$ cat src/design/lpif_defines.svh
/*
 * LPIF link adapter constants
 * Lane geometry, flit width, delay counter width and register map
 */
`ifndef LPIF_DEFINES_SVH
`define LPIF_DEFINES_SVH

// PHY lane geometry
`define LPIF_LANES      4
`define LPIF_LANE_W     24
// Lane bits left for payload after the strobe bit
`define LPIF_LANE_PL_W  23

// Packed flit and delay counter
`define LPIF_FLIT_W     89
`define LPIF_DLY_W      16

// AXI4-Lite register offsets
`define REG_CTRL        8'h00
`define REG_DLY_X       8'h04
`define REG_DLY_Y       8'h08
`define REG_DLY_Z       8'h0C
`define REG_STATUS      8'h10

`endif

$ cat src/design/lpif_pkg.sv
/*
 * LPIF link adapter types
 * Flit field vectors, lane and bus words, online controller states
 */
package lpif_pkg;

  `include "lpif_defines.svh"

  // Flit fields
  typedef logic [63:0] flit_data_t;
  typedef logic [15:0] crc_t;
  typedef logic [3:0]  lstate_t;
  typedef logic [1:0]  protid_t;

  // Packed flit and one PHY lane
  typedef logic [`LPIF_FLIT_W-1:0] link_word_t;
  typedef logic [`LPIF_LANE_W-1:0] lane_t;

  typedef logic [`LPIF_DLY_W-1:0] delay_t;

  // AXI4-Lite
  typedef logic [7:0]  axi_addr_t;
  typedef logic [31:0] axi_data_t;

  // Tx online sequencing
  typedef enum logic [1:0] {
    SYNC_IDLE,
    SYNC_WAIT_Y,
    SYNC_WAIT_Z,
    SYNC_ONLINE
  } sync_state_t;

endpackage

$ cat src/design/lpif_cfg_if.sv
/*
 * Configuration and sync status bundle between register block,
 * online controller and flit codec
 */
`timescale 1ns/10ps

interface lpif_cfg_if import lpif_pkg::*; ();

  logic   tx_online_req;
  logic   rx_online_req;
  delay_t delay_x;
  delay_t delay_y;
  delay_t delay_z;
  logic   tx_online_dly;
  logic   rx_online_dly;
  logic   rx_flit_seen;

  modport regs (output tx_online_req, rx_online_req, delay_x, delay_y, delay_z,
                input  tx_online_dly, rx_online_dly, rx_flit_seen);

  modport ctrl (input  tx_online_req, rx_online_req, delay_x, delay_y, delay_z,
                output tx_online_dly, rx_online_dly);

  modport codec (input rx_online_dly, output rx_flit_seen);

endinterface

$ cat src/design/lpif_cfg_regs.sv
/*
 * AXI4-Lite register block
 * Online control bits, the three sync delays and link status
 */
`timescale 1ns/10ps

module lpif_cfg_regs import lpif_pkg::*; (
  input  logic       clk_wr,
  input  logic       rst_n,
  input  axi_addr_t  awaddr,
  input  logic       awvalid,
  output logic       awready,
  input  axi_data_t  wdata,
  input  logic       wvalid,
  output logic       wready,
  output logic [1:0] bresp,
  output logic       bvalid,
  input  logic       bready,
  input  axi_addr_t  araddr,
  input  logic       arvalid,
  output logic       arready,
  output axi_data_t  rdata,
  output logic [1:0] rresp,
  output logic       rvalid,
  input  logic       rready,
  lpif_cfg_if.regs   cfg
);

  `include "lpif_defines.svh"

  localparam logic [1:0] RESP_OKAY   = 2'b00;
  localparam logic [1:0] RESP_SLVERR = 2'b10;

  logic        tx_req_q;
  logic        rx_req_q;
  delay_t      dly_x_q;
  delay_t      dly_y_q;
  delay_t      dly_z_q;
  logic [15:0] flit_cnt;
  logic        aw_hs;
  logic        ar_hs;
  logic        wr_ok;
  axi_data_t   rd_data;
  logic [1:0]  rd_resp;

  // Address and data taken together, one outstanding response
  assign aw_hs   = awvalid & wvalid & ~bvalid;
  assign awready = aw_hs;
  assign wready  = aw_hs;
  assign ar_hs   = arvalid & ~rvalid;
  assign arready = ar_hs;

  assign cfg.tx_online_req = tx_req_q;
  assign cfg.rx_online_req = rx_req_q;
  assign cfg.delay_x       = dly_x_q;
  assign cfg.delay_y       = dly_y_q;
  assign cfg.delay_z       = dly_z_q;

  // Status is mapped but read only
  always_comb begin
    case (awaddr)
      `REG_CTRL, `REG_DLY_X, `REG_DLY_Y, `REG_DLY_Z, `REG_STATUS: wr_ok = 1'b1;
      default: wr_ok = 1'b0;
    endcase
  end

  always_comb begin
    rd_data = '0;
    rd_resp = RESP_OKAY;
    case (araddr)
      `REG_CTRL:   rd_data = {30'b0, rx_req_q, tx_req_q};
      `REG_DLY_X:  rd_data = {{(32-`LPIF_DLY_W){1'b0}}, dly_x_q};
      `REG_DLY_Y:  rd_data = {{(32-`LPIF_DLY_W){1'b0}}, dly_y_q};
      `REG_DLY_Z:  rd_data = {{(32-`LPIF_DLY_W){1'b0}}, dly_z_q};
      `REG_STATUS: rd_data = {flit_cnt, 14'b0, cfg.rx_online_dly, cfg.tx_online_dly};
      default:     rd_resp = RESP_SLVERR;
    endcase
  end

  //////////////////////////////////////////////////
  // Write channel and config registers
  always_ff @(posedge clk_wr or negedge rst_n) begin
    if (!rst_n) begin
      tx_req_q <= 1'b0;
      rx_req_q <= 1'b0;
      dly_x_q  <= '0;
      dly_y_q  <= '0;
      dly_z_q  <= '0;
      bvalid   <= 1'b0;
      bresp    <= RESP_OKAY;
    end else begin
      if (aw_hs) begin
        case (awaddr)
          `REG_CTRL: begin
            tx_req_q <= wdata[0];
            rx_req_q <= wdata[1];
          end
          `REG_DLY_X: dly_x_q <= wdata[`LPIF_DLY_W-1:0];
          `REG_DLY_Y: dly_y_q <= wdata[`LPIF_DLY_W-1:0];
          `REG_DLY_Z: dly_z_q <= wdata[`LPIF_DLY_W-1:0];
          default: ;
        endcase
        bvalid <= 1'b1;
        bresp  <= wr_ok ? RESP_OKAY : RESP_SLVERR;
      end else if (bready) begin
        bvalid <= 1'b0;
      end
    end
  end

  //////////////////////////////////////////////////
  // Read channel and flit counter
  always_ff @(posedge clk_wr or negedge rst_n) begin
    if (!rst_n) begin
      rvalid   <= 1'b0;
      flit_cnt <= '0;
    end else begin
      if (ar_hs) begin
        rvalid <= 1'b1;
      end else if (rready) begin
        rvalid <= 1'b0;
      end
      // Wraps silently
      if (cfg.rx_flit_seen) begin
        flit_cnt <= flit_cnt + 1'b1;
      end
    end
  end

  always_ff @(posedge clk_wr) begin
    if (ar_hs) begin
      rdata <= rd_data;
      rresp <= rd_resp;
    end
  end

endmodule

$ cat src/design/lpif_online_ctrl.sv
/*
 * Online controller
 * Holds tx back by delay_y then delay_z and rx back by delay_x
 */
`timescale 1ns/10ps

module lpif_online_ctrl import lpif_pkg::*; (
  input  logic     clk_wr,
  input  logic     rst_n,
  lpif_cfg_if.ctrl cfg,
  output logic     tx_online_dly,
  output logic     stb_en
);

  sync_state_t tx_state;
  delay_t      tx_cnt;
  delay_t      rx_cnt;
  logic        rx_dly;
  logic        tx_on;

  assign tx_on             = (tx_state == SYNC_ONLINE);
  assign tx_online_dly     = tx_on;
  assign cfg.tx_online_dly = tx_on;
  // Persistent strobe
  assign stb_en            = tx_on;
  assign cfg.rx_online_dly = rx_dly;

  //////////////////////////////////////////////////
  // Tx sequencing
  // Leaving idle already uses up one cycle of the total delay
  always_ff @(posedge clk_wr or negedge rst_n) begin
    if (!rst_n) begin
      tx_state <= SYNC_IDLE;
      tx_cnt   <= '0;
    end else if (!cfg.tx_online_req) begin
      tx_state <= SYNC_IDLE;
    end else begin
      case (tx_state)
        SYNC_IDLE: begin
          if (cfg.delay_y > 1) begin
            tx_state <= SYNC_WAIT_Y;
            tx_cnt   <= cfg.delay_y - 1'b1;
          end else if (cfg.delay_y == 1 && cfg.delay_z != 0) begin
            tx_state <= SYNC_WAIT_Z;
            tx_cnt   <= cfg.delay_z;
          end else if (cfg.delay_y == 0 && cfg.delay_z > 1) begin
            tx_state <= SYNC_WAIT_Z;
            tx_cnt   <= cfg.delay_z - 1'b1;
          end else begin
            tx_state <= SYNC_ONLINE;
          end
        end
        SYNC_WAIT_Y: begin
          if (tx_cnt > 1) begin
            tx_cnt <= tx_cnt - 1'b1;
          end else if (cfg.delay_z != 0) begin
            tx_state <= SYNC_WAIT_Z;
            tx_cnt   <= cfg.delay_z;
          end else begin
            tx_state <= SYNC_ONLINE;
          end
        end
        SYNC_WAIT_Z: begin
          if (tx_cnt > 1) begin
            tx_cnt <= tx_cnt - 1'b1;
          end else begin
            tx_state <= SYNC_ONLINE;
          end
        end
        default: tx_state <= SYNC_ONLINE;
      endcase
    end
  end

  //////////////////////////////////////////////////
  // Rx delay, reloaded while offline
  always_ff @(posedge clk_wr or negedge rst_n) begin
    if (!rst_n) begin
      rx_cnt <= '0;
      rx_dly <= 1'b0;
    end else if (!cfg.rx_online_req) begin
      rx_cnt <= cfg.delay_x;
      rx_dly <= 1'b0;
    end else if (!rx_dly) begin
      if (rx_cnt > 1) begin
        rx_cnt <= rx_cnt - 1'b1;
      end else begin
        rx_dly <= 1'b1;
      end
    end
  end

endmodule

$ cat src/design/lpif_flit_codec.sv
/*
 * Flit codec
 * Packs upstream flit fields into a link word, unpacks received words
 */
`timescale 1ns/10ps

module lpif_flit_codec import lpif_pkg::*; (
  input  logic       clk_wr,
  input  logic       rst_n,
  input  lstate_t    ustrm_state,
  input  protid_t    ustrm_protid,
  input  flit_data_t ustrm_data,
  input  logic       ustrm_dvalid,
  input  crc_t       ustrm_crc,
  input  logic       ustrm_crc_valid,
  input  logic       ustrm_valid,
  output lstate_t    dstrm_state,
  output protid_t    dstrm_protid,
  output flit_data_t dstrm_data,
  output logic       dstrm_dvalid,
  output crc_t       dstrm_crc,
  output logic       dstrm_crc_valid,
  output logic       dstrm_valid,
  output link_word_t tx_word,
  input  link_word_t rx_word,
  lpif_cfg_if.codec  cfg
);

  // Data at the bottom, valid at the top
  assign tx_word = {ustrm_valid, ustrm_crc_valid, ustrm_dvalid, ustrm_protid,
                    ustrm_state, ustrm_crc, ustrm_data};

  always_ff @(posedge clk_wr or negedge rst_n) begin
    if (!rst_n) begin
      dstrm_data      <= '0;
      dstrm_crc       <= '0;
      dstrm_state     <= '0;
      dstrm_protid    <= '0;
      dstrm_dvalid    <= 1'b0;
      dstrm_crc_valid <= 1'b0;
      dstrm_valid     <= 1'b0;
    end else if (cfg.rx_online_dly) begin
      dstrm_data      <= rx_word[63:0];
      dstrm_crc       <= rx_word[79:64];
      dstrm_state     <= rx_word[83:80];
      dstrm_protid    <= rx_word[85:84];
      dstrm_dvalid    <= rx_word[86];
      dstrm_crc_valid <= rx_word[87];
      dstrm_valid     <= rx_word[88];
    end else begin
      // Offline, downstream sees nothing
      dstrm_data      <= '0;
      dstrm_crc       <= '0;
      dstrm_state     <= '0;
      dstrm_protid    <= '0;
      dstrm_dvalid    <= 1'b0;
      dstrm_crc_valid <= 1'b0;
      dstrm_valid     <= 1'b0;
    end
  end

  // One pulse per delivered flit
  assign cfg.rx_flit_seen = dstrm_valid;

endmodule

$ cat src/design/lpif_lane_stripe.sv
/*
 * Lane striper
 * Spreads the link word over four strobed PHY lanes and gathers it back
 */
`timescale 1ns/10ps

module lpif_lane_stripe import lpif_pkg::*; (
  input  logic       clk_wr,
  input  logic       rst_n,
  input  logic       tx_online,
  input  logic       stb_en,
  input  link_word_t tx_word,
  output link_word_t rx_word,
  output lane_t      tx_phy0,
  output lane_t      tx_phy1,
  output lane_t      tx_phy2,
  output lane_t      tx_phy3,
  input  lane_t      rx_phy0,
  input  lane_t      rx_phy1,
  input  lane_t      rx_phy2,
  input  lane_t      rx_phy3
);

  `include "lpif_defines.svh"

  localparam int PL_W = `LPIF_LANES * `LPIF_LANE_PL_W;

  logic [PL_W-1:0] tx_pl;
  logic [PL_W-1:0] rx_pl;
  lane_t           tx_lane_q [`LPIF_LANES];
  lane_t           rx_lane_q [`LPIF_LANES];
  lane_t           rx_phy_a  [`LPIF_LANES];

  // Spare top bits ride as zero
  assign tx_pl = {{(PL_W-`LPIF_FLIT_W){1'b0}}, tx_word};

  //////////////////////////////////////////////////
  // Transmit lanes, strobe in the top bit
  always_ff @(posedge clk_wr or negedge rst_n) begin
    if (!rst_n) begin
      for (int n = 0; n < `LPIF_LANES; n++) begin
        tx_lane_q[n] <= '0;
      end
    end else begin
      for (int n = 0; n < `LPIF_LANES; n++) begin
        if (tx_online) begin
          tx_lane_q[n] <= {stb_en, tx_pl[n*`LPIF_LANE_PL_W +: `LPIF_LANE_PL_W]};
        end else begin
          tx_lane_q[n] <= '0;
        end
      end
    end
  end

  assign tx_phy0 = tx_lane_q[0];
  assign tx_phy1 = tx_lane_q[1];
  assign tx_phy2 = tx_lane_q[2];
  assign tx_phy3 = tx_lane_q[3];

  //////////////////////////////////////////////////
  // Receive lanes, strobe dropped
  assign rx_phy_a = '{rx_phy0, rx_phy1, rx_phy2, rx_phy3};

  always_ff @(posedge clk_wr) begin
    rx_lane_q <= rx_phy_a;
  end

  always_comb begin
    for (int n = 0; n < `LPIF_LANES; n++) begin
      rx_pl[n*`LPIF_LANE_PL_W +: `LPIF_LANE_PL_W] = rx_lane_q[n][`LPIF_LANE_PL_W-1:0];
    end
  end

  assign rx_word = rx_pl[`LPIF_FLIT_W-1:0];

endmodule

$ cat src/design/lpif_link_top.sv
/*
 * LPIF link adapter top
 * Register block, online controller, flit codec and lane striper
 */
`timescale 1ns/10ps

module lpif_link_top import lpif_pkg::*; (
  input  logic       clk_wr,
  input  logic       rst_n,

  // AXI4-Lite configuration
  input  axi_addr_t  awaddr,
  input  logic       awvalid,
  output logic       awready,
  input  axi_data_t  wdata,
  input  logic       wvalid,
  output logic       wready,
  output logic [1:0] bresp,
  output logic       bvalid,
  input  logic       bready,
  input  axi_addr_t  araddr,
  input  logic       arvalid,
  output logic       arready,
  output axi_data_t  rdata,
  output logic [1:0] rresp,
  output logic       rvalid,
  input  logic       rready,

  // Upstream flit
  input  lstate_t    ustrm_state,
  input  protid_t    ustrm_protid,
  input  flit_data_t ustrm_data,
  input  logic       ustrm_dvalid,
  input  crc_t       ustrm_crc,
  input  logic       ustrm_crc_valid,
  input  logic       ustrm_valid,

  // Downstream flit
  output lstate_t    dstrm_state,
  output protid_t    dstrm_protid,
  output flit_data_t dstrm_data,
  output logic       dstrm_dvalid,
  output crc_t       dstrm_crc,
  output logic       dstrm_crc_valid,
  output logic       dstrm_valid,

  // PHY lanes
  output lane_t      tx_phy0,
  output lane_t      tx_phy1,
  output lane_t      tx_phy2,
  output lane_t      tx_phy3,
  input  lane_t      rx_phy0,
  input  lane_t      rx_phy1,
  input  lane_t      rx_phy2,
  input  lane_t      rx_phy3
);

  link_word_t tx_word;
  link_word_t rx_word;
  logic       tx_online_dly;
  logic       stb_en;

  lpif_cfg_if cfg_if ();

  //////////////////////////////////////////////////
  // Configuration
  lpif_cfg_regs u_cfg_regs (
    .clk_wr  (clk_wr),
    .rst_n   (rst_n),
    .awaddr  (awaddr),
    .awvalid (awvalid),
    .awready (awready),
    .wdata   (wdata),
    .wvalid  (wvalid),
    .wready  (wready),
    .bresp   (bresp),
    .bvalid  (bvalid),
    .bready  (bready),
    .araddr  (araddr),
    .arvalid (arvalid),
    .arready (arready),
    .rdata   (rdata),
    .rresp   (rresp),
    .rvalid  (rvalid),
    .rready  (rready),
    .cfg     (cfg_if.regs)
  );

  lpif_online_ctrl u_online_ctrl (
    .clk_wr        (clk_wr),
    .rst_n         (rst_n),
    .cfg           (cfg_if.ctrl),
    .tx_online_dly (tx_online_dly),
    .stb_en        (stb_en)
  );

  //////////////////////////////////////////////////
  // Data path
  lpif_flit_codec u_flit_codec (
    .clk_wr          (clk_wr),
    .rst_n           (rst_n),
    .ustrm_state     (ustrm_state),
    .ustrm_protid    (ustrm_protid),
    .ustrm_data      (ustrm_data),
    .ustrm_dvalid    (ustrm_dvalid),
    .ustrm_crc       (ustrm_crc),
    .ustrm_crc_valid (ustrm_crc_valid),
    .ustrm_valid     (ustrm_valid),
    .dstrm_state     (dstrm_state),
    .dstrm_protid    (dstrm_protid),
    .dstrm_data      (dstrm_data),
    .dstrm_dvalid    (dstrm_dvalid),
    .dstrm_crc       (dstrm_crc),
    .dstrm_crc_valid (dstrm_crc_valid),
    .dstrm_valid     (dstrm_valid),
    .tx_word         (tx_word),
    .rx_word         (rx_word),
    .cfg             (cfg_if.codec)
  );

  lpif_lane_stripe u_lane_stripe (
    .clk_wr    (clk_wr),
    .rst_n     (rst_n),
    .tx_online (tx_online_dly),
    .stb_en    (stb_en),
    .tx_word   (tx_word),
    .rx_word   (rx_word),
    .tx_phy0   (tx_phy0),
    .tx_phy1   (tx_phy1),
    .tx_phy2   (tx_phy2),
    .tx_phy3   (tx_phy3),
    .rx_phy0   (rx_phy0),
    .rx_phy1   (rx_phy1),
    .rx_phy2   (rx_phy2),
    .rx_phy3   (rx_phy3)
  );

endmodule

$ cat config.mk
export PLATFORM = sky130hd
export DESIGN_NAME = lpif_link_top
export DESIGN_NICKNAME = d
export VERILOG_FILES = /design/src/design/lpif_pkg.sv /design/src/design/lpif_cfg_if.sv /design/src/design/lpif_cfg_regs.sv /design/src/design/lpif_online_ctrl.sv /design/src/design/lpif_flit_codec.sv /design/src/design/lpif_lane_stripe.sv /design/src/design/lpif_link_top.sv
export VERILOG_INCLUDE_DIRS = /design/src /design/src/design
export SDC_FILE = /design/constraint.sdc
export NUM_CORES = 1
export LEC_CHECK = 0
export BUFFER_PORTS_ARGS = -buffer_cell sky130_fd_sc_hd__buf_2
export CORE_AREA = 2 2 180 182
export CTS_CLUSTER_DIAMETER = 80
export DETAILED_ROUTE_END_ITERATION = 7
export DIE_AREA = 0 0 182 184
export GPL_TIMING_DRIVEN = 0
export PLACE_DENSITY = 0.85
export SETUP_SLACK_MARGIN = 0.02
export SKIP_LAST_GASP = 1
export SYNTH_ARGS = -nofsm -noshare
export SYNTH_HDL_FRONTEND = slang
export SYNTH_SLANG_ARGS = --single-unit
$ cat constraint.sdc
create_clock -name clk_wr -period 7.7 [get_ports clk_wr]
set_input_delay 1.155 -clock clk_wr [delete_from_list [all_inputs] [get_ports clk_wr]]
set_output_delay 1.155 -clock clk_wr [all_outputs]
set_load 0.01 [all_outputs]
==> report_table.html, run 1 <==
<table>
<tr><th>Metric</th><th>Value</th></tr>
<tr><th colspan="2">CTS</th></tr>
<tr><td>Clock Path Buffers</td><td>3</td></tr>
<tr><td>Root buffer cell</td><td>sky130_fd_sc_hd__clkbuf_16</td></tr>
<tr><td>CTS clock-pin slew for the worst setup and hold paths</td><td>0.06 ns</td></tr>
<tr><td>Clock buffers created by TritonCTS</td><td>41</td></tr>
<tr><td>CTS Sinks</td><td>between 400 and 500</td></tr>
<tr><td>Post-CTS setup buffer count</td><td>0</td></tr>
<tr><td>Post-cts gate resize count</td><td>0</td></tr>
<tr><td>Hold_buf cts</td><td>0</td></tr>
<tr><td>H-tree depth</td><td>2</td></tr>
<tr><td>Clock tree from TritonCTS</td><td>built</td></tr>
<tr><td>Clock latency of the later-clocked register in the worst-skew pair</td><td>0.55 ns</td></tr>
<tr><th colspan="2">Synthesis</th></tr>
<tr><td>Netlist area before placement</td><td>15200 um2</td></tr>
<tr><td>Leading cell types by count after synthesis</td><td>sky130_fd_sc_hd__dfrtp_1, sky130_fd_sc_hd__and2_1, sky130_fd_sc_hd__dfxtp_1</td></tr>
<tr><td>Top flip-flop cell by instance count after synthesis</td><td>sky130_fd_sc_hd__dfrtp_1</td></tr>
<tr><td>Part of the Yosys area used for sequential elements</td><td>0.646</td></tr>
<tr><td>Area share of the leading cell type in the synthesized netlist</td><td>0.465</td></tr>
<tr><td>Flop and latch count out of synthesis</td><td>slightly above 400</td></tr>
<tr><td>Most frequently used cell type in the post-synthesis netlist</td><td>sky130_fd_sc_hd__dfrtp_1</td></tr>
<tr><td>Synth Area per Inst</td><td>about 13 um2</td></tr>
<tr><td>Async set-reset flop share out of synthesis</td><td>0.699</td></tr>
<tr><td>Cell count after synthesis</td><td>1206</td></tr>
<tr><td>Number of synthesized flops with an enable pin</td><td>33</td></tr>
<tr><td>Yosys warns</td><td>0</td></tr>
<tr><td>Unique masters post-synth</td><td>70</td></tr>
<tr><td>Cell type contributing the most total cell area after synthesis</td><td>sky130_fd_sc_hd__dfrtp_1</td></tr>
<tr><td>Leading cell types by total area after synthesis</td><td>sky130_fd_sc_hd__dfrtp_1, sky130_fd_sc_hd__dfxtp_1, sky130_fd_sc_hd__and2_1</td></tr>
<tr><th colspan="2">Timing</th></tr>
<tr><td>Final total negative setup slack</td><td>0 ns</td></tr>
<tr><td>Setup repair after global routing missed its margin</td><td>no</td></tr>
<tr><td>Count of final max-slew check failures</td><td>0</td></tr>
<tr><td>Post-route worst setup slack</td><td>4.24 ns</td></tr>
<tr><td>Slew at the pin closest to its max-slew limit</td><td>1.04 ns</td></tr>
<tr><td>Final clock period utilization by the worst path</td><td>0.449</td></tr>
<tr><td>Clk_skew</td><td>0.0233 ns</td></tr>
<tr><td>Setup-failing EPs final</td><td>0</td></tr>
<tr><td>Hold_ws</td><td>0.440 ns</td></tr>
<tr><td>Final-report hold violation count</td><td>0</td></tr>
<tr><td>Time the final worst path needs with I/O delays and setup</td><td>3.46 ns</td></tr>
<tr><td>Worst slew margin relative to its limit</td><td>0.305</td></tr>
<tr><td>Maximum clock rate</td><td>289 MHz</td></tr>
<tr><th colspan="2">Detailed routing</th></tr>
<tr><td>Vias per std cell</td><td>a little over 5</td></tr>
<tr><td>Drt initial violations</td><td>640</td></tr>
<tr><td>DRC errors left</td><td>0</td></tr>
<tr><td>Number of iterations in the first detailed-routing pass</td><td>5</td></tr>
<tr><td>Post-detailed-route wirelength per cell</td><td>19.2 um</td></tr>
<tr><td>Vias after detailed routing</td><td>11100</td></tr>
<tr><td>Wire length after detailed routing</td><td>slightly above 40 mm</td></tr>
<tr><td>Post-DRT Antenna Nets</td><td>0</td></tr>
<tr><th colspan="2">Min path</th></tr>
<tr><td>Path class of the lowest-slack min-delay path</td><td>flop to flop</td></tr>
<tr><td>Depth of the worst hold-timing path</td><td>1</td></tr>
<tr><td>Hold Path End</td><td>u_flit_codec.dstrm_data[17]</td></tr>
<tr><td>Startpoint of the tightest hold check path</td><td>u_lane_stripe.rx_word[17]</td></tr>
<tr><th colspan="2">Floorplan</th></tr>
<tr><td>DIE WIDTH</td><td>182 um</td></tr>
<tr><td>Overall die height</td><td>approximately 180 um</td></tr>
<tr><td>Die Outline Area</td><td>between 30000 and 40000 um2</td></tr>
<tr><td>Placeable core region</td><td>31400 um2</td></tr>
<tr><td>Initial cell density of the core</td><td>0.486</td></tr>
<tr><td>Std cell rows</td><td>65</td></tr>
<tr><td>Boundary Pins</td><td>466</td></tr>
<tr><th colspan="2">Flow run</th></tr>
<tr><td>Number of maximum-capacitance constraint violations</td><td>0</td></tr>
<tr><th colspan="2">Worst setup path</th></tr>
<tr><td>Worst reg2reg endpoint</td><td>u_online_ctrl.tx_cnt[12]</td></tr>
<tr><td>Setup slack of the most critical reg-to-reg path</td><td>4.63 ns</td></tr>
<tr><td>Setup CP Type</td><td>primary input to output pin</td></tr>
<tr><td>WP data required</td><td>approximately 6.6 ns</td></tr>
<tr><td>Critical Path Source Type</td><td>primary input</td></tr>
<tr><td>Arrival @ worst endpoint</td><td>approximately 2.3 ns</td></tr>
<tr><td>Biggest fanout along the worst timing path</td><td>34</td></tr>
<tr><td>Cells on worst reg2reg path</td><td>8</td></tr>
<tr><td>Critical Path Sink Type</td><td>output pin</td></tr>
<tr><td>Critical R2R Launch</td><td>u_online_ctrl.tx_cnt[4]</td></tr>
<tr><th colspan="2">Final layout</th></tr>
<tr><td>Share of post-route cells with drive strength above 1</td><td>0.354</td></tr>
<tr><td>Layout overhead on the synthesized area</td><td>27.2%</td></tr>
<tr><td>NumNets Final</td><td>1945</td></tr>
<tr><td>Fillers</td><td>about 2400</td></tr>
<tr><td>Post-layout util</td><td>0.618</td></tr>
<tr><th colspan="2">Global route</th></tr>
<tr><td>Met3 routing resource usage after global routing</td><td>0.0677</td></tr>
<tr><td>Top Usage Layer GRT</td><td>met2</td></tr>
<tr><td>Global-route track usage on met1</td><td>0.257</td></tr>
<tr><td>Met2 demand-to-capacity share in global routing</td><td>0.435</td></tr>
<tr><td>Antenna violations before repair</td><td>5</td></tr>
<tr><td>GRT overflow</td><td>0</td></tr>
<tr><td>Maximum number of pins on one net before global-route repair</td><td>99</td></tr>
<tr><td>Number of global-route vias before repair</td><td>11600</td></tr>
<tr><td>Global-route wire length before repair</td><td>62.5 mm</td></tr>
<tr><td>Global-route usage over all layers</td><td>0.242</td></tr>
<tr><th colspan="2">Power</th></tr>
<tr><td>Leakage power summed over all cells</td><td>roughly 10 nW</td></tr>
<tr><td>Max VDD drop</td><td>around 0.24 mV</td></tr>
<tr><td>Total power density per cell area</td><td>~250 nW/um2</td></tr>
<tr><th colspan="2">Place</th></tr>
<tr><td>Last weighted congestion value of the routability-driven placer</td><td>0.887</td></tr>
<tr><td>HPWL after detailed placement</td><td>between 30 and 40 mm</td></tr>
<tr><td>Post-Place Worst Slack</td><td>around 4.2 ns</td></tr>
<tr><td>Buffers on Ports</td><td>435</td></tr>
<tr><th colspan="2">Run status</th></tr>
<tr><td>Status</td><td>finished, final reports clean</td></tr>
</table>
worst max path at each step:
stage	cells after the start	to	start	slack [ns]
after floorplan	1	arready	arvalid	3.77
after global placement	1	u_flit_codec.dstrm_crc[13]	rst_n	0.40
after detailed placement	6	u_cfg_regs.cfg.delay_y[12]	awaddr[1]	4.16
after CTS	3	arready	arvalid	4.23
after global routing	3	arready	arvalid	4.17
final	3	arready	arvalid	4.24
flip-flops by register name, indices dropped and copies added (netlist names), 2 cells and up:
name,flops
u_lane_stripe.tx_phy1,23
u_flit_codec.dstrm_crc,16
u_cfg_regs.cfg.delay_z,16
u_lane_stripe.tx_phy2,23
u_cfg_regs.rdata,32
u_flit_codec.dstrm_data,64
u_lane_stripe.rx_word,89
u_cfg_regs.cfg.delay_y,16
u_flit_codec.dstrm_state,4
u_lane_stripe.tx_phy0,23
u_cfg_regs.cfg.delay_x,16
u_flit_codec.dstrm_protid,2
u_lane_stripe.tx_phy3,21
u_online_ctrl.tx_state,2
u_online_ctrl.tx_cnt,16
u_cfg_regs.flit_cnt,16
u_online_ctrl.rx_cnt,16
metal layers:
metal,vias up,part of all wire
li1,5110,-
met5,-,0
met1,5329,0.36
met4,0,0.051
met2,510,0.51
met3,107,0.083
cell usage in the layout, fill, tap and decap left out, drive strengths merged, types with 17 or more instances in the layout:
| master | synthesis | routed |
|---|---|---|
| nor3 | 24 | 24 |
| a21oi | 27 | 27 |
| xnor2 | 36 | 36 |
| mux2 | 67 | 67 |
| dfrtp | 283 | 283 |
| nand2 | 37 | 37 |
| nor2 | 74 | 74 |
| o21ai | 39 | 39 |
| edfxtp | 33 | 33 |
| buf | 16 | 453 |
| inv | 20 | 23 |
| and2 | 195 | 195 |
| clkbuf | 45 | 107 |
| xor2 | 24 | 24 |
| nand3 | 17 | 17 |
| dfxtp | 89 | 89 |
power by group:
group	internal (mW)	total, mW	switching, mW
combinational	0.207	0.524	0.317
clock	1.16	1.98	0.822
sequential	2.22	2.26	0.0478
total	3.58	4.77	1.19
through the flow:
stage / instance area, um2 / power [mW] / std cells
2_1_floorplan: 15300 / 2.61 / 1210
3_3_place_gp: 17900 / 2.80 / 2047
3_5_place_dp: 18000 / 2.82 / 2049
4_1_cts: 19400 / 4.80 / 2124
5_1_grt: 19400 / 4.95 / 2128
6_report: 19400 / 4.77 / 2128
critical path: stages:
cell                      delay (ns)
sky130_fd_sc_hd__buf_2          0.09
sky130_fd_sc_hd__nor2b_4        0.78
sky130_fd_sc_hd__buf_2          0.27
cell type report:
type,count,area (um2),area share
Inverter,21,78.8,0.00407
Buffer,63,358,0.0185
Tap cell,402,503,0.0259
Clock inverter,13,125,0.00645
Antenna cell,4,10.0,0.000516
Multi-Input combinational cell,721,4980,0.257
Sequential cell,405,9850,0.508
Clock buffer,62,1240,0.0639
Timing Repair Buffer,437,2240,0.116
cell families after synthesis:
logic type | after synthesis | share of synthesized area
adders and majority gates | 15 | 0.0123
DFF | 405 | 0.646
xor gates and xnor gates | 60 | 0.0345
muxes | 71 | 0.0538
AOI/OAI and AO/OA | 146 | 0.0677
other | 1 | 0.000246
buffers and inverters | 84 | 0.0286
and+or+nand+nor | 424 | 0.157
Note: power is estimated with default switching activity, not from simulation.
==> run 2, diff against run 1 <==
- ABC_AREA: unset -> 1
- CORE_AREA: 2 2 180 182 -> 2 2 184 186
- DIE_AREA: 0 0 182 184 -> 0 0 186 188
- PLACE_DENSITY: 0.85 -> 0.84
- clock period: 7.7 -> 3.4 ns (I/O delays scaled with it)
==> run 2 against run 1 <==
Net effect:
- core utilization is 0.81 points lower
- area after synthesis is 4.4% higher
- via count rose by 22%
- clock skew decreased by 0.0062 ns
- cell count rose by 28%
- final area increased by 4.1%
==> report_table.html, run 2 <==
<table>
<tr><th>Metric</th><th>Value</th></tr>
<tr><th colspan="2">Run status</th></tr>
<tr><td>Status</td><td>finished, final reports clean (unchanged)</td></tr>
<tr><th colspan="2">Detailed routing</th></tr>
<tr><td>Wire length after detailed routing</td><td>47.7 mm (was 40.9 mm)</td></tr>
<tr><td>Post-DRT Antenna Nets</td><td>0 (unchanged)</td></tr>
<tr><td>Drt initial violations</td><td>1047 (was 640)</td></tr>
<tr><td>Vias per std cell</td><td>4.92 (was 5.20)</td></tr>
<tr><td>Number of iterations in the first detailed-routing pass</td><td>6 (was 5)</td></tr>
<tr><td>Post-detailed-route wirelength per cell</td><td>17.5 um (was 19.2 um)</td></tr>
<tr><td>Vias after detailed routing</td><td>13400 (was 11100)</td></tr>
<tr><td>DRC errors left</td><td>0 (unchanged)</td></tr>
<tr><th colspan="2">Synthesis</th></tr>
<tr><td>Flop and latch count out of synthesis</td><td>405 (unchanged)</td></tr>
<tr><td>Most frequently used cell type in the post-synthesis netlist</td><td>sky130_fd_sc_hd__nand2_1 (was sky130_fd_sc_hd__dfrtp_1)</td></tr>
<tr><td>Number of synthesized flops with an enable pin</td><td>33 (unchanged)</td></tr>
<tr><td>Yosys warns</td><td>0 (unchanged)</td></tr>
<tr><td>Cell count after synthesis</td><td>1758 (was 1206)</td></tr>
<tr><td>Top flip-flop cell by instance count after synthesis</td><td>sky130_fd_sc_hd__dfrtp_1 (unchanged)</td></tr>
<tr><td>Netlist area before placement</td><td>15900 um2 (was 15200 um2)</td></tr>
<tr><td>Post-Synth Simple-Gate Area</td><td>0.209 (was 0.157)</td></tr>
<tr><td>Dominant combinational cell family by area after synthesis</td><td>simple AND/OR/NAND/NOR gates (unchanged)</td></tr>
<tr><td>Share of synthesized area spent on multiplexers</td><td>0 (was 0.0538)</td></tr>
<tr><td>Leading cell types by count after synthesis</td><td>sky130_fd_sc_hd__nand2_1, sky130_fd_sc_hd__inv_1, sky130_fd_sc_hd__dfrtp_1 (was sky130_fd_sc_hd__dfrtp_1, sky130_fd_sc_hd__and2_1, sky130_fd_sc_hd__dfxtp_1)</td></tr>
<tr><td>Cell type contributing the most total cell area after synthesis</td><td>sky130_fd_sc_hd__dfrtp_1 (unchanged)</td></tr>
<tr><td>Part of the Yosys area used for sequential elements</td><td>0.619 (was 0.646)</td></tr>
<tr><td>Leading cell types by total area after synthesis</td><td>sky130_fd_sc_hd__dfrtp_1, sky130_fd_sc_hd__nand2_1, sky130_fd_sc_hd__dfxtp_1 (was sky130_fd_sc_hd__dfrtp_1, sky130_fd_sc_hd__dfxtp_1, sky130_fd_sc_hd__and2_1)</td></tr>
<tr><td>Async set-reset flop share out of synthesis</td><td>0.699 (unchanged)</td></tr>
<tr><td>Complex-gate fraction of the synthesized area</td><td>0.0446 (was 0.0677)</td></tr>
<tr><td>Adder and majority gate portion of the synthesized area</td><td>0.0118 (was 0.0123)</td></tr>
<tr><td>Unique masters post-synth</td><td>44 (was 70)</td></tr>
<tr><td>Area share of the leading cell type in the synthesized netlist</td><td>0.445 (was 0.465)</td></tr>
<tr><td>Synth Area per Inst</td><td>9.05 um2 (was 12.6 um2)</td></tr>
<tr><td>Share of the synthesized netlist area taken by xor and xnor gates</td><td>0.0226 (was 0.0345)</td></tr>
<tr><th colspan="2">Timing</th></tr>
<tr><td>Setup repair after global routing missed its margin</td><td>no (unchanged)</td></tr>
<tr><td>Final-report hold violation count</td><td>0 (unchanged)</td></tr>
<tr><td>Count of final max-slew check failures</td><td>0 (unchanged)</td></tr>
<tr><td>Worst slew margin relative to its limit</td><td>0.172 (was 0.305)</td></tr>
<tr><td>Setup-failing EPs final</td><td>0 (unchanged)</td></tr>
<tr><td>Final total negative setup slack</td><td>0 ns (unchanged)</td></tr>
<tr><td>Time the final worst path needs with I/O delays and setup</td><td>2.75 ns</td></tr>
<tr><td>Clk_skew</td><td>0.0171 ns (was 0.0233 ns)</td></tr>
<tr><td>Slew at the pin closest to its max-slew limit</td><td>1.24 ns (was 1.04 ns)</td></tr>
<tr><td>Maximum clock rate</td><td>364 MHz</td></tr>
<tr><td>Final clock period utilization by the worst path</td><td>0.808</td></tr>
<tr><th colspan="2">CTS</th></tr>
<tr><td>Clock latency of the later-clocked register in the worst-skew pair</td><td>0.55 ns (about the same)</td></tr>
<tr><td>CTS Sinks</td><td>405 (unchanged)</td></tr>
<tr><td>Root buffer cell</td><td>sky130_fd_sc_hd__clkbuf_16 (unchanged)</td></tr>
<tr><td>Clock tree from TritonCTS</td><td>built (unchanged)</td></tr>
<tr><td>Post-cts gate resize count</td><td>0 (unchanged)</td></tr>
<tr><td>CTS clock-pin slew for the worst setup and hold paths</td><td>0.06 ns (about the same)</td></tr>
<tr><td>Clock Path Buffers</td><td>3 (unchanged)</td></tr>
<tr><td>Post-CTS setup buffer count</td><td>0 (unchanged)</td></tr>
<tr><td>H-tree depth</td><td>2 (unchanged)</td></tr>
<tr><td>Clock buffers created by TritonCTS</td><td>42 (was 41)</td></tr>
<tr><td>Hold_buf cts</td><td>1 (was 0)</td></tr>
<tr><th colspan="2">Global route</th></tr>
<tr><td>Global-route wire length before repair</td><td>73.1 mm (was 62.5 mm)</td></tr>
<tr><td>Number of global-route vias before repair</td><td>13400 (was 11600)</td></tr>
<tr><td>Global-route usage over all layers</td><td>0.275 (was 0.242)</td></tr>
<tr><td>Antenna violations before repair</td><td>2 (was 5)</td></tr>
<tr><td>Maximum number of pins on one net before global-route repair</td><td>123 (was 99)</td></tr>
<tr><td>GRT overflow</td><td>0 (unchanged)</td></tr>
<tr><th colspan="2">Power</th></tr>
<tr><td>Total power of the final layout</td><td>11.4 mW (was 4.77 mW)</td></tr>
<tr><td>Max VDD drop</td><td>0.455 mV (was 0.244 mV)</td></tr>
<tr><td>Leakage power summed over all cells</td><td>12.2 nW (was 10.0 nW)</td></tr>
<tr><td>Total power density per cell area</td><td>562 nW/um2 (was 246 nW/um2)</td></tr>
<tr><th colspan="2">Floorplan</th></tr>
<tr><td>DIE WIDTH</td><td>186 um (was 182 um)</td></tr>
<tr><td>Overall die height</td><td>188 um (was 184 um)</td></tr>
<tr><td>Initial cell density of the core</td><td>0.481 (was 0.486)</td></tr>
<tr><td>Boundary Pins</td><td>466 (unchanged)</td></tr>
<tr><td>Die Outline Area</td><td>35000 um2 (was 33500 um2)</td></tr>
<tr><td>Placeable core region</td><td>33100 um2 (was 31400 um2)</td></tr>
<tr><td>Std cell rows</td><td>67 (was 65)</td></tr>
<tr><th colspan="2">Place</th></tr>
<tr><td>Buffers on Ports</td><td>437 (was 435)</td></tr>
<tr><td>Cell count after placement</td><td>2649 (was 2049)</td></tr>
<tr><td>HPWL after detailed placement</td><td>36.3 mm (was 30.7 mm)</td></tr>
<tr><td>Last weighted congestion value of the routability-driven placer</td><td>0.970 (was 0.887)</td></tr>
<tr><td>Placed cell area</td><td>18700 um2 (was 18000 um2)</td></tr>
<tr><th colspan="2">Worst setup path</th></tr>
<tr><td>WP data required</td><td>2.89 ns (was 6.55 ns)</td></tr>
<tr><td>Cells on worst reg2reg path</td><td>10 (was 8)</td></tr>
<tr><td>Setup CP Type</td><td>flop to output pin (was primary input to output pin)</td></tr>
<tr><td>Biggest fanout along the worst timing path</td><td>34 (unchanged)</td></tr>
<tr><td>Critical Path Sink Type</td><td>output pin (unchanged)</td></tr>
<tr><td>Critical Path Source Type</td><td>flop (was primary input)</td></tr>
<tr><td>Arrival @ worst endpoint</td><td>2.24 ns (was 2.30 ns)</td></tr>
<tr><th colspan="2">Min path</th></tr>
<tr><td>Path class of the lowest-slack min-delay path</td><td>primary input to flop (was flop to flop)</td></tr>
<tr><td>Depth of the worst hold-timing path</td><td>1 (unchanged)</td></tr>
<tr><th colspan="2">Final layout</th></tr>
<tr><td>Leading cell type in the layout, fill and taps excluded</td><td>sky130_fd_sc_hd__nand2_1 (was sky130_fd_sc_hd__buf_2)</td></tr>
<tr><td>Max FFs per register</td><td>89 (unchanged)</td></tr>
<tr><td>Share of post-route cells with drive strength above 1</td><td>0.246 (was 0.354)</td></tr>
<tr><td>Final Non-Filler Cells</td><td>2731 (was 2128)</td></tr>
<tr><td>Layout overhead on the synthesized area</td><td>26.8% (was 27.2%)</td></tr>
<tr><td>Most frequent cells in the layout</td><td>sky130_fd_sc_hd__nand2_1, sky130_fd_sc_hd__buf_2, sky130_fd_sc_hd__inv_1 (was sky130_fd_sc_hd__buf_2, sky130_fd_sc_hd__dfrtp_1, sky130_fd_sc_hd__and2_1)</td></tr>
<tr><td>NumNets Final</td><td>2501 (was 1945)</td></tr>
<tr><td>Layout Cell Area excl Fill</td><td>20200 um2 (was 19400 um2)</td></tr>
<tr><th colspan="2">Flow run</th></tr>
<tr><td>Number of maximum-capacitance constraint violations</td><td>0 (unchanged)</td></tr>
</table>
## run 2: cell types whose count changed after synthesis, moves of 35 or more
cell	before	now
sky130_fd_sc_hd__mux2_2	67	0
sky130_fd_sc_hd__o21ai_0	37	72
sky130_fd_sc_hd__inv_1	20	307
sky130_fd_sc_hd__and2_1	195	1
sky130_fd_sc_hd__nand2_1	37	539
sky130_fd_sc_hd__nand3_1	17	98
sky130_fd_sc_hd__nor2_1	73	113
## run 2: kinds of logic (layout without fill, tap and decap cells)
group | count (synthesis) | count (layout)
compound gates | 119 | 119
simple gates | 803 | 803
buf+inv | 374 | 891
xor+xnor | 41 | 41
flops | 405 | 405
other cells | 1 | 9
fa+ha+maj | 15 | 15
## run 2: worst paths after layout
check / startpoint / to / slack, ns
setup / recovery: u_cfg_regs.rvalid / arready / 0.65
hold / removal: rx_phy1[7] / u_lane_stripe.rx_word[30] / 0.05
setup reg to reg: u_cfg_regs.cfg.delay_y[0] / u_online_ctrl.tx_cnt[8] / 1.01
hold reg to reg: u_lane_stripe.rx_word[83] / u_flit_codec.dstrm_state[3] / 0.41
max in group asynchronous: rst_n / u_online_ctrl.tx_cnt[7] / 1.46
min in group asynchronous: rst_n / u_flit_codec.dstrm_data[31] / 0.44
## run 2: report_power, final
part	switching (mW)	total, mW	internal, mW
sequential	0.121	5.14	5.02
combinational	1.01	1.56	0.553
clock	1.94	4.65	2.70
total	3.07	11.4	8.28
## run 2: area by class of cell
cell class | count | area [um2]
Antenna cell | 4 | 10.0
Buffer | 59 | 288
Clock buffer | 60 | 1190
Clock inverter | 17 | 231
Fill cell | 2742 | 12900
Inverter | 315 | 1190
Multi-Input combinational cell | 983 | 4600
Sequential cell | 405 | 9850
Tap cell | 448 | 561
Timing Repair Buffer | 440 | 2260
## run 2: through the flow
| stage | worst slack [ns] | util | hold WS (ns) |
|---|---|---|---|
| detailed placement | 1.02 | 0.566 | 0.403 |
| global placement | -3.36 | 0.564 | 0.396 |
| global route | 0.499 | 0.609 | 0.0258 |
| finish | 0.654 | 0.610 | 0.0486 |
| CTS | 0.604 | 0.609 | 0.0229 |
| floorplan | 1.59 | - | 0.214 |
## run 2: metal layers
layer | wire length [um] | track usage
met2 | 23500 | 0.459
met4 | 1630 | 0.0978
met3 | 4020 | 0.0653
met1 | 18600 | 0.348
met5 | 0 | 0
## run 2: worst max-delay path, cell delays in order (launching register included)
cell	delay, ns
sky130_fd_sc_hd__dfrtp_1	0.37
sky130_fd_sc_hd__inv_1	0.06
sky130_fd_sc_hd__nand2_1	0.06
sky130_fd_sc_hd__inv_1	0.88
sky130_fd_sc_hd__buf_2	0.29
==> run 3, diff against run 2 <==
- ABC_AREA: 1 -> 0
- CORE_AREA: 2 2 184 186 -> 2 2 182 184
- DIE_AREA: 0 0 186 188 -> 0 0 184 186
- clock period: 3.4 -> 2.55 ns (I/O delays scaled with it)
==> run 3 against run 2 <==
Net effect:
- the run now ends with negative setup slack left
- combinational power up 19%
- global-route usage down 3.4 points
- worst hold slack worse by 0.019 ns
==> report_table.html, run 3 (same netlist as run 1, synthesis figures left out) <==
<table>
<tr><th>Metric</th><th>Value</th></tr>
<tr><th colspan="2">Flow run</th></tr>
<tr><td>Number of maximum-capacitance constraint violations</td><td>0 (unchanged)</td></tr>
<tr><th colspan="2">Detailed routing</th></tr>
<tr><td>DRC errors left</td><td>0 (unchanged)</td></tr>
<tr><td>Number of iterations in the first detailed-routing pass</td><td>5 (was 6)</td></tr>
<tr><td>Vias after detailed routing</td><td>11600 (was 13400)</td></tr>
<tr><td>Vias per std cell</td><td>5.16 (was 4.92)</td></tr>
<tr><td>Post-detailed-route wirelength per cell</td><td>18.6 um (was 17.5 um)</td></tr>
<tr><td>Drt initial violations</td><td>678 (was 1047)</td></tr>
<tr><td>Wire length after detailed routing</td><td>41.8 mm (was 47.7 mm)</td></tr>
<tr><td>Post-DRT Antenna Nets</td><td>0 (unchanged)</td></tr>
<tr><th colspan="2">Worst setup path</th></tr>
<tr><td>Critical R2R Launch</td><td>u_cfg_regs.cfg.delay_z[5] (was u_cfg_regs.cfg.delay_y[0])</td></tr>
<tr><td>Max incr delay on CP</td><td>0.60 ns (was 0.88 ns)</td></tr>
<tr><td>Worst reg2reg endpoint</td><td>u_online_ctrl.tx_cnt[10] (was u_online_ctrl.tx_cnt[8])</td></tr>
<tr><td>Slowest library cell on the worst path</td><td>sky130_fd_sc_hd__or4_4 (was sky130_fd_sc_hd__inv_1)</td></tr>
<tr><td>Critical Path Sink Type</td><td>flop (was output pin)</td></tr>
<tr><td>Worst-path cell chain</td><td>or4_4 -&gt; o41ai_4 -&gt; buf_4 -&gt; o21ai_4 -&gt; or4_1 -&gt; and3_4 -&gt; o31ai_4 (was inv_1 -&gt; nand2_1 -&gt; inv_1 -&gt; buf_2)</td></tr>
<tr><td>WP data required</td><td>3.02 ns (was 2.89 ns)</td></tr>
<tr><td>Cells on worst reg2reg path</td><td>7 (was 10)</td></tr>
<tr><td>End point of the critical path</td><td>u_online_ctrl.tx_cnt[10] (was arready)</td></tr>
<tr><td>Arrival @ worst endpoint</td><td>3.03 ns (was 2.24 ns)</td></tr>
<tr><td>Setup CP Type</td><td>flop to flop (was flop to output pin)</td></tr>
<tr><td>Critical path buffer and inverter count</td><td>1 (was 3)</td></tr>
<tr><td>Biggest fanout along the worst timing path</td><td>7 (was 34)</td></tr>
<tr><td>Setup slack of the most critical reg-to-reg path</td><td>-0.01 ns (was 1.01 ns)</td></tr>
<tr><td>Critical path's top delay family</td><td>simple AND/OR/NAND/NOR gates (was buffers and inverters)</td></tr>
<tr><td>Path length in cells of the critical path</td><td>7 (was 4)</td></tr>
<tr><td>Critical Path Source Type</td><td>flop (unchanged)</td></tr>
<tr><td>Critical path launch point</td><td>u_cfg_regs.cfg.delay_z[5] (was u_cfg_regs.rvalid)</td></tr>
<tr><th colspan="2">Final layout</th></tr>
<tr><td>Leading cell type in the layout, fill and taps excluded</td><td>sky130_fd_sc_hd__buf_2 (was sky130_fd_sc_hd__nand2_1)</td></tr>
<tr><td>Layout overhead on the synthesized area</td><td>36.3% (was 26.8%)</td></tr>
<tr><td>Fillers</td><td>2361 (was 2742)</td></tr>
<tr><td>NumNets Final</td><td>2060 (was 2501)</td></tr>
<tr><td>Most frequent cells in the layout</td><td>sky130_fd_sc_hd__buf_2, sky130_fd_sc_hd__dfrtp_1, sky130_fd_sc_hd__and2_1 (was sky130_fd_sc_hd__nand2_1, sky130_fd_sc_hd__buf_2, sky130_fd_sc_hd__inv_1)</td></tr>
<tr><td>Post-layout util</td><td>0.645 (was 0.610)</td></tr>
<tr><td>Share of post-route cells with drive strength above 1</td><td>0.367 (was 0.246)</td></tr>
<tr><td>Max FFs per register</td><td>89 (unchanged)</td></tr>
<tr><th colspan="2">Timing</th></tr>
<tr><td>Worst slew margin relative to its limit</td><td>0.376 (was 0.172)</td></tr>
<tr><td>Final clock period utilization by the worst path</td><td>1.00</td></tr>
<tr><td>Maximum clock rate</td><td>390 MHz</td></tr>
<tr><td>Count of final max-slew check failures</td><td>0 (unchanged)</td></tr>
<tr><td>Final-report hold violation count</td><td>0 (unchanged)</td></tr>
<tr><td>Clk_skew</td><td>0.0381 ns (was 0.0171 ns)</td></tr>
<tr><td>Slew at the pin closest to its max-slew limit</td><td>0.934 ns (was 1.24 ns)</td></tr>
<tr><td>Setup repair after global routing missed its margin</td><td>yes (was no)</td></tr>
<tr><td>Setup-failing EPs final</td><td>2 (was 0)</td></tr>
<tr><td>Time the final worst path needs with I/O delays and setup</td><td>about 2.6 ns</td></tr>
<tr><td>Post-route worst setup slack</td><td>-0.0123 ns (was 0.654 ns)</td></tr>
<tr><th colspan="2">CTS</th></tr>
<tr><td>CTS clock-pin slew for the worst setup and hold paths</td><td>0.06 ns (about the same)</td></tr>
<tr><td>Clock latency of the later-clocked register in the worst-skew pair</td><td>0.56 ns (was 0.55 ns)</td></tr>
<tr><td>H-tree depth</td><td>2 (unchanged)</td></tr>
<tr><td>Root buffer cell</td><td>sky130_fd_sc_hd__clkbuf_16 (unchanged)</td></tr>
<tr><td>Clock tree from TritonCTS</td><td>built (unchanged)</td></tr>
<tr><td>CTS Sinks</td><td>405 (unchanged)</td></tr>
<tr><td>Clock Path Buffers</td><td>3 (unchanged)</td></tr>
<tr><td>Clock buffers created by TritonCTS</td><td>41 (was 42)</td></tr>
<tr><th colspan="2">Floorplan</th></tr>
<tr><td>Boundary Pins</td><td>466 (unchanged)</td></tr>
<tr><td>Std cell rows</td><td>66 (was 67)</td></tr>
<tr><td>Die Outline Area</td><td>34200 um2 (was 35000 um2)</td></tr>
<tr><td>Initial cell density of the core</td><td>0.473 (was 0.481)</td></tr>
<tr><td>Overall die height</td><td>186 um (was 188 um)</td></tr>
<tr><td>Placeable core region</td><td>32200 um2 (was 33100 um2)</td></tr>
<tr><td>DIE WIDTH</td><td>184 um (was 186 um)</td></tr>
<tr><th colspan="2">Global route</th></tr>
<tr><td>Global-route usage over all layers</td><td>0.240 (was 0.275)</td></tr>
<tr><td>Maximum number of pins on one net before global-route repair</td><td>127 (was 123)</td></tr>
<tr><td>Antenna violations before repair</td><td>5 (was 2)</td></tr>
<tr><td>GRT overflow</td><td>0 (unchanged)</td></tr>
<tr><td>Global-route wire length before repair</td><td>64.8 mm (was 73.1 mm)</td></tr>
<tr><td>Number of global-route vias before repair</td><td>12100 (was 13400)</td></tr>
<tr><th colspan="2">Place</th></tr>
<tr><td>HPWL after detailed placement</td><td>27.7 mm (was 36.3 mm)</td></tr>
<tr><td>Last weighted congestion value of the routability-driven placer</td><td>0.899 (was 0.970)</td></tr>
<tr><td>Buffers on Ports</td><td>435 (was 437)</td></tr>
<tr><th colspan="2">Power</th></tr>
<tr><td>Max VDD drop</td><td>0.734 mV (was 0.455 mV)</td></tr>
<tr><td>Leakage power summed over all cells</td><td>10.6 nW (was 12.2 nW)</td></tr>
<tr><td>Total power of the final layout</td><td>14.8 mW (was 11.4 mW)</td></tr>
<tr><td>Total power density per cell area</td><td>710 nW/um2 (was 562 nW/um2)</td></tr>
<tr><th colspan="2">Run status</th></tr>
<tr><td>Status</td><td>complete, but fails checks (was finished, final reports clean)</td></tr>
<tr><td>Failing checks</td><td>negative setup slack</td></tr>
<tr><th colspan="2">Min path</th></tr>
<tr><td>Path class of the lowest-slack min-delay path</td><td>primary input to flop (unchanged)</td></tr>
</table>
-- run 3: cell type report --
| class | count | area, um2 | share of cell area |
|---|---|---|---|
| flip-flops and latches | 405 | 9860 | 0.475 |
| well taps | 408 | 510 | 0.0246 |
| inverters | 21 | 81.3 | 0.00391 |
| diodes | 4 | 10.0 | 0.000482 |
| repair buffers | 554 | 3350 | 0.161 |
| plain buffers | 61 | 354 | 0.0170 |
| multi-input cells | 721 | 5230 | 0.252 |
| clock inverters | 18 | 205 | 0.00988 |
| clock buffers | 56 | 1170 | 0.0561 |
-- run 3: what timing repair did --
item                                   CTS  global route
setup endpoints to repair               55            37
hold buffers                            91             0
endpoints found under the hold margin  127             0
pin swaps                               11             6
setup buffers                           16            10
gates resized for setup                 32            31
-- run 3: how the worst min path moves through the flow --
| stage | start | slack [ns] | cells after the start | endpoint |
|---|---|---|---|---|
| CTS | bready | 0.01 | 2 | u_cfg_regs.bvalid |
| floorplan | rst_n | 0.09 | 0 | u_cfg_regs.bresp[1] |
| global placement | u_lane_stripe.rx_word[16] | 0.42 | 1 | u_flit_codec.dstrm_data[16] |
| detailed placement | rst_n | 0.28 | 1 | u_lane_stripe.tx_phy0[0] |
| finish | bready | 0.03 | 2 | u_cfg_regs.bvalid |
| global route | ustrm_data[6] | 0.03 | 2 | u_lane_stripe.tx_phy0[6] |
-- run 3: per-layer routing --
metal | wire, um | track usage | part of all wire
met5 | 14 | 0 | 0.00033
met4 | 1430 | 0.0950 | 0.034
met3 | 3190 | 0.0558 | 0.076
met2 | 21300 | 0.424 | 0.51
met1 | 15900 | 0.285 | 0.38
-- run 3: where the power goes --
part / leakage (nW) / total, mW / switching (mW) / internal, mW
sequential: 4.99 / 6.87 / 0.174 / 6.69
combinational: 4.92 / 1.85 / 1.04 / 0.810
clock: 0.674 / 6.04 / 2.57 / 3.47
-- run 3: per-stage QoR --
step           std cells  setup WS, ns  hold WS (ns)  TNS (ns)  area (um2)
2_1_floorplan       1210      -0.00700        0.0869  -0.00700       15300
3_3_place_gp        2053         -3.90         0.420  -1127.85       18000
3_5_place_dp        2055        -0.545         0.282    -24.27       18000
4_1_cts             2236        -0.151        0.0139    -0.193       20600
5_1_grt             2248       -0.0898        0.0258    -0.468       20800
6_report            2248       -0.0123        0.0292   -0.0209       20800
